## config.mk

```make
export PLATFORM = sky130hd
export DESIGN_NAME = noc_intf
export DESIGN_NICKNAME = d
export VERILOG_FILES = /design/src/verilog/noc_proto_pkg.sv /design/src/verilog/noc_dev_pkg.sv /design/src/verilog/noc_if.sv /design/src/verilog/noc_cmd_decode.sv /design/src/verilog/noc_word_packer.sv /design/src/verilog/noc_resp_fifo.sv /design/src/verilog/noc_resp_serializer.sv /design/src/verilog/noc_intf.sv
export SDC_FILE = /design/constraint.sdc
export NUM_CORES = 1
export LEC_CHECK = 0
export ABC_CLOCK_PERIOD_IN_PS = 13700
export BUFFER_PORTS_ARGS = -buffer_cell sky130_fd_sc_hd__buf_4
export CAP_MARGIN = 40
export CORE_ASPECT_RATIO = 0.9
export CORE_UTILIZATION = 45
export CTS_CLUSTER_DIAMETER = 30
export DETAILED_ROUTE_END_ITERATION = 8
export GPL_TIMING_DRIVEN = 1
export PLACE_DENSITY = 0.63
export SLEW_MARGIN = 0
export SYNTH_ARGS = -nofsm -noshare
export SYNTH_HDL_FRONTEND = slang
export SYNTH_SLANG_ARGS = --single-unit
```

## constraint.sdc

```tcl
create_clock -name clk -period 13.7 [get_ports clk]
set_input_delay 1.37 -clock clk [delete_from_list [all_inputs] [get_ports clk]]
set_output_delay 1.37 -clock clk [all_outputs]
set_load 0.05 [all_outputs]
```

## src/verilog/noc_proto_pkg.sv

```systemverilog
`default_nettype none

package noc_proto_pkg;

	// one byte on the serial link
	typedef logic [7:0] byte_t;

	// node ids, carried raw from the command
	typedef logic [7:0] node_id_t;

	// byte count, must reach 128
	typedef logic [7:0] len_t;

	// length codes from the command byte, count is 2**code
	typedef logic [1:0] alen_t;
	typedef logic [2:0] dlen_t;

	// low three bits of every command byte
	typedef enum logic [2:0] {
		NOP        = 3'd0,
		READ       = 3'd1,
		WRITE      = 3'd2,
		READ_RESP  = 3'd3,
		WRITE_RESP = 3'd4,
		MESSAGE    = 3'd5
	} opcode_e;

	// error field, top two bits of a response command byte
	typedef logic [1:0] err_t;

	localparam err_t ERR_NONE = 2'd0;
	localparam err_t ERR_DROPPED = 2'd1;

	localparam int MAX_DATA_BYTES = 128;

endpackage

`default_nettype wire

```

## src/verilog/noc_dev_pkg.sv

```systemverilog
`default_nettype none

package noc_dev_pkg;

	// device word, eight byte lanes
	typedef logic [63:0] word_t;

	// lane index inside a word
	typedef logic [2:0] lane_t;

	// firstin every 25 delivered words
	localparam int FRAME_WORDS = 25;

	// pending write responses
	localparam int RESP_DEPTH = 4;

	// wide enough for FRAME_WORDS - 1
	typedef logic [4:0] frame_cnt_t;

endpackage

`default_nettype wire

```

## src/verilog/noc_if.sv

```systemverilog
`default_nettype none

// data bytes of a write, decoder to packer
interface noc_byte_if;
	import noc_proto_pkg::*;

	logic byte_valid;
	byte_t byte_data;
	// final data byte of the write
	logic byte_last;
	// stable from first data byte through byte_last
	node_id_t dest_id;
	node_id_t src_id;

	// no ready, link never stalls
	modport source (output byte_valid, byte_data, byte_last, dest_id, src_id);
	modport sink (input byte_valid, byte_data, byte_last, dest_id, src_id);

endinterface

// write response, valid/ready
interface noc_resp_if;
	import noc_proto_pkg::*;

	logic valid;
	logic ready;
	node_id_t dest_id;
	node_id_t src_id;
	// data bytes that reached the device
	len_t length;
	err_t err;

	modport source (output valid, dest_id, src_id, length, err, input ready);
	modport sink (input valid, dest_id, src_id, length, err, output ready);

endinterface

`default_nettype wire

```

## src/verilog/noc_cmd_decode.sv

```systemverilog
`default_nettype none

module noc_cmd_decode (
	input  logic clk,
	input  logic reset,
	input  logic tod_ctl,
	input  noc_proto_pkg::byte_t tod_data,
	noc_byte_if.source bytes
);
	import noc_proto_pkg::*;

	typedef enum logic [2:0] {IDLE, DEST, SRC, ADDR, DATA} state_e;

	state_e state;
	alen_t alen_q;
	dlen_t dlen_q;
	// bytes seen in the current address or data field
	len_t count;
	len_t addr_total;
	len_t data_total;
	opcode_e opcode;

	// command byte is {alen, dlen, opcode}
	assign opcode = opcode_e'(tod_data[2:0]);
	assign addr_total = len_t'(1) << alen_q;
	assign data_total = len_t'(1) << dlen_q;

	always_ff @(posedge clk or posedge reset) begin
		if (reset) begin
			state <= IDLE;
			alen_q <= '0;
			dlen_q <= '0;
			count <= '0;
			bytes.byte_valid <= 1'b0;
			bytes.byte_last <= 1'b0;
		end else begin
			bytes.byte_valid <= 1'b0;
			bytes.byte_last <= 1'b0;
			if (tod_ctl) begin
				// any command byte restarts parsing
				count <= '0;
				alen_q <= tod_data[7:6];
				dlen_q <= tod_data[5:3];
				state <= (opcode == WRITE) ? DEST : IDLE;
			end else begin
				case (state)
					DEST: state <= SRC;
					SRC: state <= ADDR;
					ADDR: begin
						// address bytes are only counted
						if (count == addr_total - 1'b1) begin
							count <= '0;
							state <= DATA;
						end else begin
							count <= count + 1'b1;
						end
					end
					DATA: begin
						bytes.byte_valid <= 1'b1;
						if (count == data_total - 1'b1) begin
							bytes.byte_last <= 1'b1;
							count <= '0;
							state <= IDLE;
						end else begin
							count <= count + 1'b1;
						end
					end
					default: state <= IDLE;
				endcase
			end
		end
	end

	// payload capture
	always_ff @(posedge clk) begin
		if (!tod_ctl) begin
			case (state)
				DEST: bytes.dest_id <= tod_data;
				SRC: bytes.src_id <= tod_data;
				DATA: bytes.byte_data <= tod_data;
				default: ;
			endcase
		end
	end

	// a write must run to its last data byte before the next command
	a_no_ctl_mid_write: assert property (@(posedge clk) disable iff (reset)
		(state != IDLE) |-> !tod_ctl);

endmodule

`default_nettype wire

```

## src/verilog/noc_word_packer.sv

```systemverilog
`default_nettype none

module noc_word_packer (
	input  logic clk,
	input  logic reset,
	noc_byte_if.sink bytes,
	input  logic stopin,
	output logic pushin,
	output logic firstin,
	output noc_dev_pkg::word_t din,
	noc_resp_if.source resp
);
	import noc_proto_pkg::*;
	import noc_dev_pkg::*;

	// partial word with upper lanes kept zero
	word_t acc;
	word_t word_next;
	lane_t lane;
	// word in din this cycle
	logic emit_q;
	logic emit_last_q;
	len_t emit_bytes_q;
	frame_cnt_t frame_cnt;
	// running totals of the current write
	len_t len_acc;
	logic drop_acc;
	node_id_t dest_q;
	node_id_t src_q;
	// response waiting for ready
	logic resp_pending;
	len_t resp_len_q;
	err_t resp_err_q;
	logic final_emit;
	len_t len_now;
	err_t err_now;

	always_comb begin
		word_next = acc;
		word_next[{lane, 3'b000} +: 8] = bytes.byte_data;
	end

	// stopin high refuses the word
	assign pushin = emit_q & ~stopin;
	assign firstin = pushin & (frame_cnt == '0);
	assign final_emit = emit_q & emit_last_q;
	assign len_now = len_acc + (pushin ? emit_bytes_q : len_t'(0));
	assign err_now = (drop_acc | (emit_q & stopin)) ? ERR_DROPPED : ERR_NONE;

	// response shows up with the final word, then holds
	assign resp.valid = resp_pending | final_emit;
	assign resp.length = resp_pending ? resp_len_q : len_now;
	assign resp.err = resp_pending ? resp_err_q : err_now;
	assign resp.dest_id = dest_q;
	assign resp.src_id = src_q;

	always_ff @(posedge clk or posedge reset) begin
		if (reset) begin
			acc <= '0;
			lane <= '0;
			din <= '0;
			emit_q <= 1'b0;
			emit_last_q <= 1'b0;
			frame_cnt <= '0;
			len_acc <= '0;
			drop_acc <= 1'b0;
			resp_pending <= 1'b0;
		end else begin
			emit_q <= 1'b0;
			if (bytes.byte_valid) begin
				if (lane == '1 || bytes.byte_last) begin
					emit_q <= 1'b1;
					emit_last_q <= bytes.byte_last;
					din <= word_next;
					acc <= '0;
					lane <= '0;
				end else begin
					acc <= word_next;
					lane <= lane + 1'b1;
				end
			end
			// frame count moves on delivered words only
			if (pushin) begin
				frame_cnt <= (frame_cnt == frame_cnt_t'(FRAME_WORDS - 1)) ? '0 : frame_cnt + 1'b1;
			end
			if (emit_q) begin
				len_acc <= final_emit ? '0 : len_now;
				drop_acc <= final_emit ? 1'b0 : (drop_acc | stopin);
			end
			if (resp.valid && resp.ready) begin
				resp_pending <= 1'b0;
			end else if (final_emit) begin
				resp_pending <= 1'b1;
			end
		end
	end

	always_ff @(posedge clk) begin
		if (bytes.byte_valid) begin
			emit_bytes_q <= len_t'(lane) + 1'b1;
		end
		if (bytes.byte_valid && bytes.byte_last) begin
			dest_q <= bytes.dest_id;
			src_q <= bytes.src_id;
		end
		if (final_emit) begin
			resp_len_q <= len_now;
			resp_err_q <= err_now;
		end
	end

	// each word is offered to the device for one cycle only
	a_emit_one_cycle: assert property (@(posedge clk) disable iff (reset)
		emit_q |=> !emit_q);

	// a held response must leave before the next write ends
	a_resp_drained: assert property (@(posedge clk) disable iff (reset)
		final_emit |-> !resp_pending);

	a_len_bound: assert property (@(posedge clk) disable iff (reset)
		len_acc <= MAX_DATA_BYTES);

endmodule

`default_nettype wire

```

## src/verilog/noc_resp_fifo.sv

```systemverilog
`default_nettype none

module noc_resp_fifo (
	input  logic clk,
	input  logic reset,
	noc_resp_if.sink in,
	noc_resp_if.source out
);
	import noc_proto_pkg::*;
	import noc_dev_pkg::*;

	typedef logic [$clog2(RESP_DEPTH)-1:0] ptr_t;
	typedef logic [$clog2(RESP_DEPTH+1)-1:0] cnt_t;

	node_id_t dest_mem [RESP_DEPTH];
	node_id_t src_mem [RESP_DEPTH];
	len_t len_mem [RESP_DEPTH];
	err_t err_mem [RESP_DEPTH];
	ptr_t wr_ptr;
	ptr_t rd_ptr;
	cnt_t count;
	logic do_write;
	logic do_read;

	assign in.ready = (count != cnt_t'(RESP_DEPTH));
	assign do_write = in.valid & in.ready;
	assign do_read = out.valid & out.ready;

	// fall-through, head entry always on the output
	assign out.valid = (count != '0);
	assign out.dest_id = dest_mem[rd_ptr];
	assign out.src_id = src_mem[rd_ptr];
	assign out.length = len_mem[rd_ptr];
	assign out.err = err_mem[rd_ptr];

	always_ff @(posedge clk or posedge reset) begin
		if (reset) begin
			wr_ptr <= '0;
			rd_ptr <= '0;
			count <= '0;
		end else begin
			if (do_write) begin
				wr_ptr <= (wr_ptr == ptr_t'(RESP_DEPTH - 1)) ? '0 : wr_ptr + 1'b1;
			end
			if (do_read) begin
				rd_ptr <= (rd_ptr == ptr_t'(RESP_DEPTH - 1)) ? '0 : rd_ptr + 1'b1;
			end
			// simultaneous push and pop keeps the count
			if (do_write && !do_read) begin
				count <= count + 1'b1;
			end else if (do_read && !do_write) begin
				count <= count - 1'b1;
			end
		end
	end

	always_ff @(posedge clk) begin
		if (do_write) begin
			dest_mem[wr_ptr] <= in.dest_id;
			src_mem[wr_ptr] <= in.src_id;
			len_mem[wr_ptr] <= in.length;
			err_mem[wr_ptr] <= in.err;
		end
	end

	// writes are spaced wider than serialization, so never full
	a_no_overflow: assert property (@(posedge clk) disable iff (reset)
		in.valid |-> in.ready);

endmodule

`default_nettype wire

```

## src/verilog/noc_resp_serializer.sv

```systemverilog
`default_nettype none

module noc_resp_serializer (
	input  logic clk,
	input  logic reset,
	noc_resp_if.sink resp,
	output logic frm_ctl,
	output noc_proto_pkg::byte_t frm_data
);
	import noc_proto_pkg::*;

	// state names the byte now on frm
	typedef enum logic [2:0] {IDLE, CMD, DEST, SRC, LEN} state_e;

	state_e state;
	node_id_t dest_q;
	node_id_t src_q;
	len_t len_q;

	assign resp.ready = (state == IDLE);

	always_ff @(posedge clk or posedge reset) begin
		if (reset) begin
			state <= IDLE;
			frm_ctl <= 1'b1;
			frm_data <= '0;
		end else begin
			case (state)
				IDLE: begin
					if (resp.valid) begin
						// err, zero length codes, WRITE_RESP
						frm_ctl <= 1'b1;
						frm_data <= {resp.err, 3'b000, WRITE_RESP};
						state <= CMD;
					end
				end
				CMD: begin
					// ids swap, reply goes back to the sender
					frm_ctl <= 1'b0;
					frm_data <= src_q;
					state <= DEST;
				end
				DEST: begin
					frm_data <= dest_q;
					state <= SRC;
				end
				SRC: begin
					frm_data <= len_q;
					state <= LEN;
				end
				default: begin
					// back to NOP bytes
					frm_ctl <= 1'b1;
					frm_data <= '0;
					state <= IDLE;
				end
			endcase
		end
	end

	always_ff @(posedge clk) begin
		if (resp.valid && resp.ready) begin
			dest_q <= resp.dest_id;
			src_q <= resp.src_id;
			len_q <= resp.length;
		end
	end

endmodule

`default_nettype wire

```

## src/verilog/noc_intf.sv

```systemverilog
`default_nettype none

module noc_intf (
	input  logic clk,
	input  logic reset,
	input  logic tod_ctl,
	input  noc_proto_pkg::byte_t tod_data,
	input  logic stopin,
	output logic pushin,
	output logic firstin,
	output noc_dev_pkg::word_t din,
	output logic frm_ctl,
	output noc_proto_pkg::byte_t frm_data
);

	noc_byte_if byte_link ();
	// packer to queue
	noc_resp_if resp_in ();
	// queue to serializer
	noc_resp_if resp_out ();

	noc_cmd_decode u_decode (
		.clk      (clk),
		.reset    (reset),
		.tod_ctl  (tod_ctl),
		.tod_data (tod_data),
		.bytes    (byte_link.source)
	);

	noc_word_packer u_packer (
		.clk     (clk),
		.reset   (reset),
		.bytes   (byte_link.sink),
		.stopin  (stopin),
		.pushin  (pushin),
		.firstin (firstin),
		.din     (din),
		.resp    (resp_in.source)
	);

	noc_resp_fifo u_resp_fifo (
		.clk   (clk),
		.reset (reset),
		.in    (resp_in.sink),
		.out   (resp_out.source)
	);

	noc_resp_serializer u_serializer (
		.clk      (clk),
		.reset    (reset),
		.resp     (resp_out.sink),
		.frm_ctl  (frm_ctl),
		.frm_data (frm_data)
	);

endmodule

`default_nettype wire

```

==> flow_summary.toml <==
[setup_path]
r2r_slack_ns = 10.74
worstPathMaxFanout = 12
crit_path_cell_trace = "buf_4, nand2b_1, inv_1, buf_4"
cp-start-kind = "input pin"
crit_family = "buffers and inverters"
path_depth = 4
cp.required_ns = 12.33
slowest_delay_ns = 0.28
worstSetupPathType = "input pin to primary output"
cp.buffers_inverters = 3
cpMaxStageDelayCell = "inv_1"
cpMostUsedCell = "buf_4"
r2r_cells = 8
end_kind = "primary output"
cp.arrival_ns = 2.23

[synthesis]
synthDistinctLibCells = 56
async_flop_share = 0.5110
syn_area_um2 = 14550
yosysTopAreaCell = "edfxtp_1"
yosys.area.top_type_share = 0.3653
seq_area_frac_synth = 0.6835
synth-edff-count = 177
yosys.area_share.simple = 0.07774
ys_warn_count = 0
synth_top_family_by_area = "compound AO/OA/AOI/OAI gates"
synth_area_leaders = "edfxtp_1 (37%), dfrtp_1 (32%), mux4_2 (3.9%)"
synth_compound_area_frac = 0.09863
synth_ff_type = "dfrtp_1"
synthMuxAreaShare = 0.09193
synthXorXnorAreaFrac = 0.01083
synth_fa_ha_area_frac = 0.01823
synth_nets = 1069
postSynthRegisterBits = 362
syn_inst = 1037
avgSynthCellArea_um2 = 14.03

[clock_network]
postCtsSetupBuffers = 0
clock-root-buffer = "clkbuf_16"
numCtsBuffers = 71
cts_resized = 0
insertion_delay_ns = 0.57
clkTransAtPathRegs_ns = 0.05
cts_tree = "done"
cts.sinks = 362
h-tree-depth = 3
hold_buffers = 0
cts_buffer_depth = 3

[die]
chipHeight_um = 172.6
die_width_um = 191.5
core_area_um2 = 31880
std_cell_rows = 62
die_area_um2 = 33060
io_pins = 87
initial_core_util = 0.4564

[place]
dp_cells = 1499
dpl_worst_slack_ns = 9.743
dp_hpwl_um = 18520
io_buffers = 86
place_congestion = 0.7665

[detailed_routing]
via_per_inst = 5.305
met2_wirelength_um = 14050
wl_met1_um = 14280
top_layer = "met4"
final_antenna_net_count = 0
dr.first_iter.drc_count = 553
num_vias = 8658
wl_um = 30250
route.detailed.drc = 0
wl_per_cell_um = 18.54
firstDrtPassIters = 5
wl_met3_um = 1206

[final_layout]
n_antenna_cell = 0
fillers = 2524
instances_no_fill = 1632
final_common_cell = "dfrtp_1"
drive_gt1_frac = 0.2327
areaGrowthSynthToFinish_pct = 25.09
final_nets = 1189
mostFrequentLayoutCells = "dfrtp_1 (184), edfxtp_1 (177), nand2_1 (132)"

[timing]
rsz0062_at_grt = "no"
setup_viol = 0
setup_slack_ns = 10.10
hold_slack_ns = 0.4015
slew_headroom = 0.4212
slew_viol_final = 0
hold_viol_final = 0
clock.fmax_mhz = 277.9
finalCritPeriodShare = 0.2626
fin_crit_ns = 3.598
skew_ns = 0.02835
tightest_slew_ns = 0.8682
fin_setup_tns_ns = 0

[status]
status = "finished clean"

[grt]
grt_use_total = 0.1923
grt_pass1_wl_um = 49250
antenna_found_initial = 0
grt_max_degree = 95
grt_overflow = 0
grt_pass1_vias = 8978

[power]
peakVddDrop_uv = 155.5
finalPower_uw = 3458
leakagePower_uw = 0.007641
pwr_density_cell_nw_per_um2 = 190.0

[worst_hold_path]
hold_path_depth = 0
hold_path.class = "flop to flop"

[job]
drv_cap = 0
[power by group]
group | switching (uW) | internal (uW) | total (uW)
Clock | 611 | 1170 | 1790
Sequential | 52.7 | 1230 | 1280
Combinational | 222 | 167 | 389
Total | 886 | 2570 | 3460
[synth_stat cells (3+ instances only)]
| master | count |
|---|---|
| inv_1 | 15 |
| a21o_1 | 6 |
| or2_2 | 3 |
| and2_1 | 14 |
| ha_1 | 18 |
| xor2_1 | 8 |
| nor4b_1 | 4 |
| a22oi_1 | 7 |
| nand3_1 | 13 |
| mux4_2 | 25 |
| xnor2_1 | 10 |
| nand2_1 | 132 |
| a211oi_1 | 3 |
| o21ai_0 | 101 |
| dfrtp_1 | 184 |
| mux2i_1 | 56 |
| a21oi_1 | 21 |
| o211ai_1 | 3 |
| clkbuf_1 | 43 |
| mux2_2 | 19 |
| edfxtp_1 | 177 |
| nor2b_1 | 7 |
| buf_2 | 6 |
| nor3_1 | 8 |
| nand2b_1 | 7 |
| a22o_1 | 62 |
| or3_1 | 4 |
| nor2_1 | 46 |
[cell families (layout without fill, tap and decap cells)]
kind of cell	after synthesis	after routing
XOR/XNOR	18	18
multiplexers	100	100
AO/OA/AOI/OAI	219	219
adder cells (fa/ha/maj)	20	20
AND/OR/NAND/NOR	251	251
buffers and inverters	67	246
flip-flops	362	362
[registers in the layout (all words and copies together), names as in the netlist, 4 cells and up]
| signal | count |
|---|---|
| u_packer.din | 64 |
| u_resp_fifo.err_mem | 4 |
| u_packer.resp.src_id | 8 |
| u_packer.acc | 64 |
| u_resp_fifo.src_mem | 32 |
| u_packer.emit_bytes_q | 4 |
| u_resp_fifo.dest_mem | 32 |
| u_serializer.len_q | 8 |
| u_packer.frame_cnt | 5 |
| u_packer.resp_len_q | 8 |
| u_serializer.src_q | 8 |
| u_decode.count | 8 |
| u_serializer.frm_data | 8 |
| u_resp_fifo.len_mem | 32 |
| u_decode.bytes.src_id | 8 |
| u_decode.bytes.dest_id | 8 |
| u_packer.resp.dest_id | 8 |
| u_decode.bytes.byte_data | 8 |
| u_serializer.dest_q | 8 |
| u_packer.len_acc | 8 |
[per-stage QoR]
step	area (um^2)	utilization
final	18200	0.5709
after global routing	18200	0.5709
after CTS	18200	0.5707
after detailed placement	15660	0.4910
after global placement	15580	0.4886
after floorplan	14550	-
[layer usage]
metal  global-route usage  vias to the layer above
met3              0.03836                       49
li1                     -                     4084
met2               0.2914                      177
met4              0.07011                        0
met1               0.2759                     4348
met5                    0                        -
[cell type report]
cell class / count / area [um^2] / area share
flip-flops and latches: 362 / 9946 / 0.5464
multi-input cells: 608 / 4353 / 0.2392
clock buffers: 78 / 1856 / 0.1019
repair buffers: 98 / 773.2 / 0.04248
clock inverters: 54 / 685.7 / 0.03767
well taps: 416 / 520.5 / 0.02860
inverters: 16 / 67.56 / 0.003712
[final timing paths]
path	startpoint	end
setup / recovery	stopin	pushin
hold / removal	u_decode.bytes.dest_id[1]$_DFFE_PP_	u_packer.resp.dest_id[1]$_DFFE_PP_
setup reg to reg	u_decode.dlen_q[2]$_DFFE_PP0P_	u_decode.count[5]$_DFFE_PP0P_
hold reg to reg	u_decode.bytes.dest_id[1]$_DFFE_PP_	u_packer.resp.dest_id[1]$_DFFE_PP_
max in group asynchronous	reset	u_decode.count[3]$_DFFE_PP0P_
min in group asynchronous	reset	u_serializer.frm_data[3]$_DFFE_PP0N_
Power figures use the tool's default switching activity.
